**src/design/core_regs_pkg.sv**
```systemverilog
// global register definitions for the sdr core
// settings offsets, readback selects, constants and bus structs

`default_nettype none

package core_regs_pkg;

  //////////////////////////////////////////////////
  // settings bus word offsets
  //////////////////////////////////////////////////
  localparam logic [10:0] SR_CORE_READBACK = 11'd0;
  localparam logic [10:0] SR_CORE_MISC     = 11'd4;
  localparam logic [10:0] SR_CORE_PLL_CLR  = 11'd8;
  localparam logic [10:0] SR_CORE_TEST     = 11'd28;
  localparam logic [10:0] SR_CORE_XB_LOCAL = 11'd32;

  //////////////////////////////////////////////////
  // readback selects
  //////////////////////////////////////////////////
  localparam logic [4:0] RB_CORE_MISC    = 5'd1;
  localparam logic [4:0] RB_CORE_COMPAT  = 5'd2;
  localparam logic [4:0] RB_CORE_GITHASH = 5'd3;
  localparam logic [4:0] RB_CORE_PLL     = 5'd4;
  localparam logic [4:0] RB_CORE_NUMCE   = 5'd8;
  localparam logic [4:0] RB_CORE_TEST    = 5'd24;

  // fixed readback words
  localparam logic [31:0] CORE_COMPAT  = 32'hAC00_0700;
  localparam logic [31:0] CORE_GITHASH = 32'h5E3A_91C7;
  localparam int unsigned CORE_NUM_CE  = 2;
  localparam logic [31:0] RB_DEFAULT   = 32'hDEAD_BEEF;

  // crossbar address out of reset
  localparam logic [7:0] XB_LOCAL_RESET = 8'd40;

  // one settings bus beat
  typedef struct packed {
    logic        stb;
    logic [31:0] addr;
    logic [31:0] data;
  } set_bus_t;

  // decoded write strobes, one hot or idle
  typedef struct packed {
    logic readback;
    logic misc;
    logic test;
    logic xb_local;
    logic lock_clr;
  } set_wr_t;

  // front-end controls, msb field first so pps_select lands at bit 0
  typedef struct packed {
    logic [3:0] rx_bandsel_c;
    logic [3:0] rx_bandsel_b;
    logic [5:0] rx_bandsel_a;
    logic [2:0] tx_bandsel;
    logic       codec_arst;
    logic       mimo;
    logic [1:0] pps_select;
  } misc_ctrl_t;

  // internal pps as default source
  localparam misc_ctrl_t MISC_RESET = '{
    rx_bandsel_c: 4'd0,
    rx_bandsel_b: 4'd0,
    rx_bandsel_a: 6'd0,
    tx_bandsel:   3'd0,
    codec_arst:   1'b0,
    mimo:         1'b0,
    pps_select:   2'd2
  };

  // pll status word, lost flags above locked bits
  typedef struct packed {
    logic [1:0] lost;
    logic [1:0] locked;
  } lock_stat_t;

endpackage

`default_nettype wire

```
**src/design/core_readback.sv**
```systemverilog
// global readback mux
// picks the status or constant word by select and registers it

`timescale 1ns/1ps
`default_nettype none

module core_readback
  import core_regs_pkg::*;
(
  input  wire        i_bus_clk,
  input  wire        i_bus_rst,
  input  wire [4:0]  i_sel,
  input  wire [31:0] i_test,
  input  lock_stat_t i_lock,
  input  wire [1:0]  i_pps_select,
  input  wire [3:0]  i_tcxo_status,
  output logic [31:0] o_rb_data
);

  logic [31:0] misc_word;
  logic [31:0] pll_word;
  logic [31:0] rb_next;

  // tcxo status above the pps source
  assign misc_word = {26'd0, i_tcxo_status, i_pps_select};
  assign pll_word  = {28'd0, i_lock};

  //////////////////////////////////////////////////
  // word select
  //////////////////////////////////////////////////
  always_comb begin
    case (i_sel)
      RB_CORE_TEST:    rb_next = i_test;
      RB_CORE_MISC:    rb_next = misc_word;
      RB_CORE_COMPAT:  rb_next = CORE_COMPAT;
      RB_CORE_GITHASH: rb_next = CORE_GITHASH;
      RB_CORE_PLL:     rb_next = pll_word;
      RB_CORE_NUMCE:   rb_next = 32'(CORE_NUM_CE);
      default:         rb_next = RB_DEFAULT;
    endcase
  end

  // one cycle of latency on every word
  always_ff @(posedge i_bus_clk) begin
    if (i_bus_rst) begin
      o_rb_data <= '0;
    end else begin
      o_rb_data <= rb_next;
    end
  end

endmodule

`default_nettype wire

```
**src/design/core_set_decode.sv**
```systemverilog
// settings bus decoder
// turns a strobed write into one register strobe or the lock clear

`timescale 1ns/1ps
`default_nettype none

module core_set_decode
  import core_regs_pkg::*;
(
  input  wire      i_bus_clk,
  input  wire      i_bus_rst,
  input  set_bus_t i_set,
  output set_wr_t  o_wr
);

  // word offset within the global register block
  logic [10:0] offset;
  logic        hit;

  // last address that matched no register, kept for debug
  logic [10:0] miss_addr;

  assign offset = i_set.addr[10:0];

  //////////////////////////////////////////////////
  // address compare
  //////////////////////////////////////////////////
  always_comb begin
    o_wr = '0;
    if (i_set.stb) begin
      case (offset)
        SR_CORE_READBACK: o_wr.readback = 1'b1;
        SR_CORE_MISC:     o_wr.misc     = 1'b1;
        SR_CORE_PLL_CLR:  o_wr.lock_clr = 1'b1;
        SR_CORE_TEST:     o_wr.test     = 1'b1;
        SR_CORE_XB_LOCAL: o_wr.xb_local = 1'b1;
        default:          o_wr          = '0;
      endcase
    end
  end

  assign hit = |o_wr;

  // unknown offsets are dropped, only the address is remembered
  always_ff @(posedge i_bus_clk) begin
    if (i_bus_rst) begin
      miss_addr <= '0;
    end else if (i_set.stb && !hit) begin
      miss_addr <= offset;
    end
  end

endmodule

`default_nettype wire

```
**src/design/e300_core.sv**
```systemverilog
// sdr core global registers
// settings decode, control registers, pll lock monitor and readback

`timescale 1ns/1ps
`default_nettype none

module e300_core
  import core_regs_pkg::*;
(
  input  wire        i_bus_clk,
  input  wire        i_bus_rst,

  // settings bus
  input  wire        i_set_stb,
  input  wire [31:0] i_set_addr,
  input  wire [31:0] i_set_data,

  // status inputs
  input  wire [1:0]  i_lock_signals,
  input  wire [3:0]  i_tcxo_status,

  output wire [31:0] o_rb_data,

  // front-end controls
  output wire [1:0]  o_pps_select,
  output wire        o_mimo,
  output wire        o_codec_arst,
  output wire [2:0]  o_tx_bandsel,
  output wire [5:0]  o_rx_bandsel_a,
  output wire [3:0]  o_rx_bandsel_b,
  output wire [3:0]  o_rx_bandsel_c,

  output wire [7:0]  o_xb_local_addr
);

  set_bus_t    set_bus;
  set_wr_t     set_wr;
  logic [4:0]  rb_sel;
  logic [31:0] test_word;
  misc_ctrl_t  misc_ctrl;
  lock_stat_t  lock_stat;

  assign set_bus.stb  = i_set_stb;
  assign set_bus.addr = i_set_addr;
  assign set_bus.data = i_set_data;

  //////////////////////////////////////////////////
  // settings decode and registers
  //////////////////////////////////////////////////
  core_set_decode u_decode (
    .i_bus_clk (i_bus_clk),
    .i_bus_rst (i_bus_rst),
    .i_set     (set_bus),
    .o_wr      (set_wr)
  );

  setting_reg #(.payload_t(logic [4:0]), .RESET_VAL(5'd0)) u_sr_readback (
    .i_bus_clk (i_bus_clk),
    .i_bus_rst (i_bus_rst),
    .i_wr      (set_wr.readback),
    .i_data    (set_bus.data),
    .o_value   (rb_sel)
  );

  setting_reg #(.payload_t(logic [31:0]), .RESET_VAL(32'd0)) u_sr_test (
    .i_bus_clk (i_bus_clk),
    .i_bus_rst (i_bus_rst),
    .i_wr      (set_wr.test),
    .i_data    (set_bus.data),
    .o_value   (test_word)
  );

  setting_reg #(.payload_t(misc_ctrl_t), .RESET_VAL(MISC_RESET)) u_sr_misc (
    .i_bus_clk (i_bus_clk),
    .i_bus_rst (i_bus_rst),
    .i_wr      (set_wr.misc),
    .i_data    (set_bus.data),
    .o_value   (misc_ctrl)
  );

  setting_reg #(.payload_t(logic [7:0]), .RESET_VAL(XB_LOCAL_RESET)) u_sr_xb_local (
    .i_bus_clk (i_bus_clk),
    .i_bus_rst (i_bus_rst),
    .i_wr      (set_wr.xb_local),
    .i_data    (set_bus.data),
    .o_value   (o_xb_local_addr)
  );

  //////////////////////////////////////////////////
  // status and readback
  //////////////////////////////////////////////////
  // clear mask rides in the low data bits
  pll_lock_mon u_lock_mon (
    .i_bus_clk  (i_bus_clk),
    .i_bus_rst  (i_bus_rst),
    .i_lock_raw (i_lock_signals),
    .i_clr      (set_wr.lock_clr),
    .i_clr_mask (set_bus.data[1:0]),
    .o_stat     (lock_stat)
  );

  core_readback u_readback (
    .i_bus_clk     (i_bus_clk),
    .i_bus_rst     (i_bus_rst),
    .i_sel         (rb_sel),
    .i_test        (test_word),
    .i_lock        (lock_stat),
    .i_pps_select  (misc_ctrl.pps_select),
    .i_tcxo_status (i_tcxo_status),
    .o_rb_data     (o_rb_data)
  );

  // misc fan out
  assign o_pps_select   = misc_ctrl.pps_select;
  assign o_mimo         = misc_ctrl.mimo;
  assign o_codec_arst   = misc_ctrl.codec_arst;
  assign o_tx_bandsel   = misc_ctrl.tx_bandsel;
  assign o_rx_bandsel_a = misc_ctrl.rx_bandsel_a;
  assign o_rx_bandsel_b = misc_ctrl.rx_bandsel_b;
  assign o_rx_bandsel_c = misc_ctrl.rx_bandsel_c;

endmodule

`default_nettype wire

```
**src/design/pll_lock_mon.sv**
```systemverilog
// pll lock monitor
// syncs the two lock inputs and keeps sticky loss-of-lock flags

`timescale 1ns/1ps
`default_nettype none

module pll_lock_mon
  import core_regs_pkg::*;
(
  input  wire        i_bus_clk,
  input  wire        i_bus_rst,
  input  wire [1:0]  i_lock_raw,
  input  wire        i_clr,
  input  wire [1:0]  i_clr_mask,
  output lock_stat_t o_stat
);

  //////////////////////////////////////////////////
  // two flop synchronizer
  //////////////////////////////////////////////////
  logic [1:0] lock_meta;
  logic [1:0] lock_sync;

  // previous synchronized level, for edge detect
  logic [1:0] lock_prev;
  logic [1:0] lock_fall;
  logic [1:0] clr_bits;
  logic [1:0] lost;

  always_ff @(posedge i_bus_clk) begin
    if (i_bus_rst) begin
      lock_meta <= '0;
      lock_sync <= '0;
      lock_prev <= '0;
    end else begin
      lock_meta <= i_lock_raw;
      lock_sync <= lock_meta;
      lock_prev <= lock_sync;
    end
  end

  assign lock_fall = lock_prev & ~lock_sync;
  assign clr_bits  = i_clr ? i_clr_mask : 2'b00;

  // a new fall beats a clear in the same cycle
  always_ff @(posedge i_bus_clk) begin
    if (i_bus_rst) begin
      lost <= '0;
    end else begin
      lost <= (lost & ~clr_bits) | lock_fall;
    end
  end

  assign o_stat.locked = lock_sync;
  assign o_stat.lost   = lost;

endmodule

`default_nettype wire

```
**src/design/setting_reg.sv**
```systemverilog
// addressed settings register
// loads the low payload bits of the settings data on its strobe

`timescale 1ns/1ps
`default_nettype none

module setting_reg #(
  parameter type      payload_t = logic [31:0],
  parameter payload_t RESET_VAL = '0
) (
  input  wire        i_bus_clk,
  input  wire        i_bus_rst,
  input  wire        i_wr,
  input  wire [31:0] i_data,
  output payload_t   o_value
);

  localparam int unsigned PAYLOAD_W = $bits(payload_t);

  // payload slice of the bus word
  logic [PAYLOAD_W-1:0] data_bits;

  assign data_bits = i_data[PAYLOAD_W-1:0];

  always_ff @(posedge i_bus_clk) begin
    if (i_bus_rst) begin
      o_value <= RESET_VAL;
    end else if (i_wr) begin
      o_value <= payload_t'(data_bits);
    end
  end

endmodule

`default_nettype wire

```
**config.mk**
```make
export PLATFORM = sky130hd
export DESIGN_NAME = e300_core
export DESIGN_NICKNAME = d
export VERILOG_FILES = /design/src/design/core_regs_pkg.sv /design/src/design/core_readback.sv /design/src/design/core_set_decode.sv /design/src/design/e300_core.sv /design/src/design/pll_lock_mon.sv /design/src/design/setting_reg.sv
export SDC_FILE = /design/constraint.sdc
export NUM_CORES = 1
export LEC_CHECK = 0
export BUFFER_PORTS_ARGS = -buffer_cell sky130_fd_sc_hd__buf_2
export CORE_ASPECT_RATIO = 1.75
export CORE_MARGIN = 8
export CORE_UTILIZATION = 51
export CTS_BUF_LIST = sky130_fd_sc_hd__clkbuf_4 sky130_fd_sc_hd__clkbuf_8
export DETAILED_ROUTE_END_ITERATION = 8
export HOLD_SLACK_MARGIN = 0.03
export PLACE_DENSITY = 0.86
export REMOVE_ABC_BUFFERS = 1
export SETUP_SLACK_MARGIN = 0.05
export SYNTH_ARGS = -nofsm -noshare
export SYNTH_HDL_FRONTEND = slang
export SYNTH_SLANG_ARGS = --single-unit
```
**constraint.sdc**
```tcl
create_clock -name i_bus_clk -period 2.5 [get_ports i_bus_clk]
set_input_delay 0.125 -clock i_bus_clk [delete_from_list [all_inputs] [get_ports i_bus_clk]]
set_output_delay 0.125 -clock i_bus_clk [all_outputs]
set_load 0.005 [all_outputs]
```
==> metrics.txt <==
Cells after Synth=411; Setup crit end kind=flip-flop; first-pass GRT wire length=15900 um; Startpoint Class=flip-flop; Root Driver=clkbuf_8; CTS tree=done; power density over the cells=597 nW/um2; post-synthesis simple-gate area fraction=0.197; final worst-path cycle share=0.747; vias in the first global route=3357; pins over their slew limit=0; Final ANT Viol Nets=0; Final Power=3000 uW; sequential fraction of the synthesis area=0.551; crit-path max FO=12; data required time of the worst path=2.73 ns; # setup viols final=0; setup TNS=0 ns; grt ovf=0; Avg Inst Size Synth=9.36 um2; Synth Flop Type=dfxtp_1; Ports=134; HPWL after DPL=6770 um; Initial DRC Count=182; maximum vdd drop=0.395 mV; cell area after synthesis=3850 um2; WHS=0.0539 ns; Avg WL per Cell=15.7 um; CTS buffer count=9; xor and xnor area share after synthesis=0; Total Nets Final=619; Inserted Diodes=0; Die Area=10700 um2; skew final=0.00522 ns; DP Area=4450 um2; ys async rst share=0; Hold WC Path Type=input port to flip-flop; initial core utilization=0.516; minimum clock period=1.87 ns; Synth-to-Final Area Change=30.4%; Netlist cell types=32; Synth top cells by count=dfxtp_1 (106), nand2_1 (71), nor2_1 (52); final instance area=5020 um2; worst-margin pin slew=0.821 ns; multiplexer share of the synthesized area=0.114; DR DRC count=0; Vias/cell=5.13; worst skew pair latency=0.38 ns; row count=42; # Max-Cap Violations=0; Hold Fails Final Rpt=0; adder-cell share of the synthesized area=0; Pleak=0.00202 uW; Yosys Warn Count=0; H-tree depth=3; status=complete, no violations; unrepaired setup endpoints after global routing=no; dominant cell type by area after synthesis=dfxtp_1; largest family of logic cells by synthesized area=simple AND/OR/NAND/NOR gates; antenna violations before repair=0; FILL cells=579; via count=3280; Slew HR=0.453; Core ar.=7460 um2; Die W=81.7 um; top post-synthesis cells by area=dfxtp_1 (55%), mux2i_1 (11%), nand2_1 (6.9%); top-count cell post-synth=dfxtp_1; layout cells sized above 1=0.261; Synth Register Bits=106; CP Data Arrival Time=2.09 ns; Synth Area in Compound Gates=0.0936; number of port buffers=112; Final Util=0.673; gr usage total=0.193; clock buffer depth=2; routability cong.=0.849; Post-CTS Setup Bufs=0; Pre-antenna DRT Iters=4; largest net degree at the start of global routing=86; Setup Crit Path Kind=flip-flop to flip-flop; Post-synth EDFFs=0; die extent in y=131 um; Max Clk Rate=0.536 GHz; WL final=10000 um; Worst-path clk slew=0.09 ns; post-synth top area share=0.551; CTS sink cnt=106
[registers in the layout (all words and copies together), names as in the netlist]
signal                 flops
u_lock_mon.lock_meta       2
u_lock_mon.lock_prev       2
u_lock_mon.lock_sync       2
u_lock_mon.lost            2
u_readback.o_rb_data      32
u_sr_misc.o_value         21
u_sr_readback.o_value      5
u_sr_test.o_value         32
u_sr_xb_local.o_value      8
[stage by stage]
stage | setup WS (ns) | cells
2_1_floorplan | -0.315 | 380
3_3_place_gp | 0.522 | 587
3_5_place_dp | 0.493 | 587
4_1_cts | 0.651 | 639
5_1_grt | 0.475 | 639
6_report | 0.633 | 639
[cell type report]
| type | count | area (um2) | share of cell area |
|---|---|---|---|
| Clock buffer | 14 | 174 | 0.0347 |
| Tap cell | 88 | 110 | 0.0219 |
| Timing Repair Buffer | 155 | 988 | 0.197 |
| Sequential cell | 106 | 2120 | 0.423 |
| Clock inverter | 2 | 35.0 | 0.00698 |
| Multi-Input combinational cell | 271 | 1580 | 0.314 |
| Inverter | 3 | 11.3 | 0.00224 |
[report_power, final]
part	switching (uW)	internal, uW
clock network	550	551
registers	8.17	1710
logic	82.2	93.7
[cell families after synthesis]
logic type | count (synthesis)
muxes | 44
and+or+nand+nor | 162
AOI/OAI and AO/OA | 65
DFF | 106
buffers and inverters | 34
[path summary, 6_finish.rpt]
check                           startpoint                      end  slack (ns)  cells past startpoint
hold reg to reg      u_sr_misc.o_value[20]    u_sr_misc.o_value[20]        0.45                      2
hold / removal            i_tcxo_status[3]  u_readback.o_rb_data[5]        0.05                      3
setup reg to reg  u_sr_readback.o_value[4]  u_readback.o_rb_data[0]        0.63                      4
setup / recovery  u_sr_readback.o_value[4]  u_readback.o_rb_data[0]        0.63                      4
[metal layers]
layer	GRT usage	vias to the layer above	part of all wire
li1	-	1650	-
met1	0.204	1526	0.38
met2	0.341	89	0.53
met3	0.0521	15	0.057
met4	0.0946	0	0.024
met5	0	-	0
[worst max-delay path, cell delays in order (launching register included)]
cell      delay (ns)
dfxtp_1         0.39
nor3_1          0.48
and3b_1         0.26
nand3b_1        0.43
a31oi_1         0.16
[timing repair]
action / CTS / global route
resized for setup: 0 / 0
hold buffers: 36 / 0
hold endpoints to repair: 53 / 0
endpoints found under the setup margin: 0 / 0
[cells in the final DEF, fill, tap and decap left out, drive strengths merged, types with 2 or more instances in the layout]
| master | Yosys | routed |
|---|---|---|
| nand3b | 2 | 2 |
| a31oi | 4 | 4 |
| buf | 11 | 119 |
| a22oi | 6 | 6 |
| a211oi | 3 | 3 |
| mux2i | 44 | 44 |
| a311oi | 2 | 2 |
| inv | 3 | 3 |
| or4 | 3 | 3 |
| nor2b | 6 | 6 |
| a21oi | 48 | 48 |
| and2 | 2 | 2 |
| o21ai | 2 | 2 |
| dfxtp | 106 | 106 |
| dlygate4sd3 | 0 | 36 |
| nor4 | 4 | 4 |
| nor2 | 52 | 52 |
| clkbuf | 20 | 14 |
| or3 | 3 | 3 |
| and3b | 4 | 4 |
| nor3 | 7 | 7 |
| nand2 | 71 | 71 |
Power figures use the tool's default switching activity.
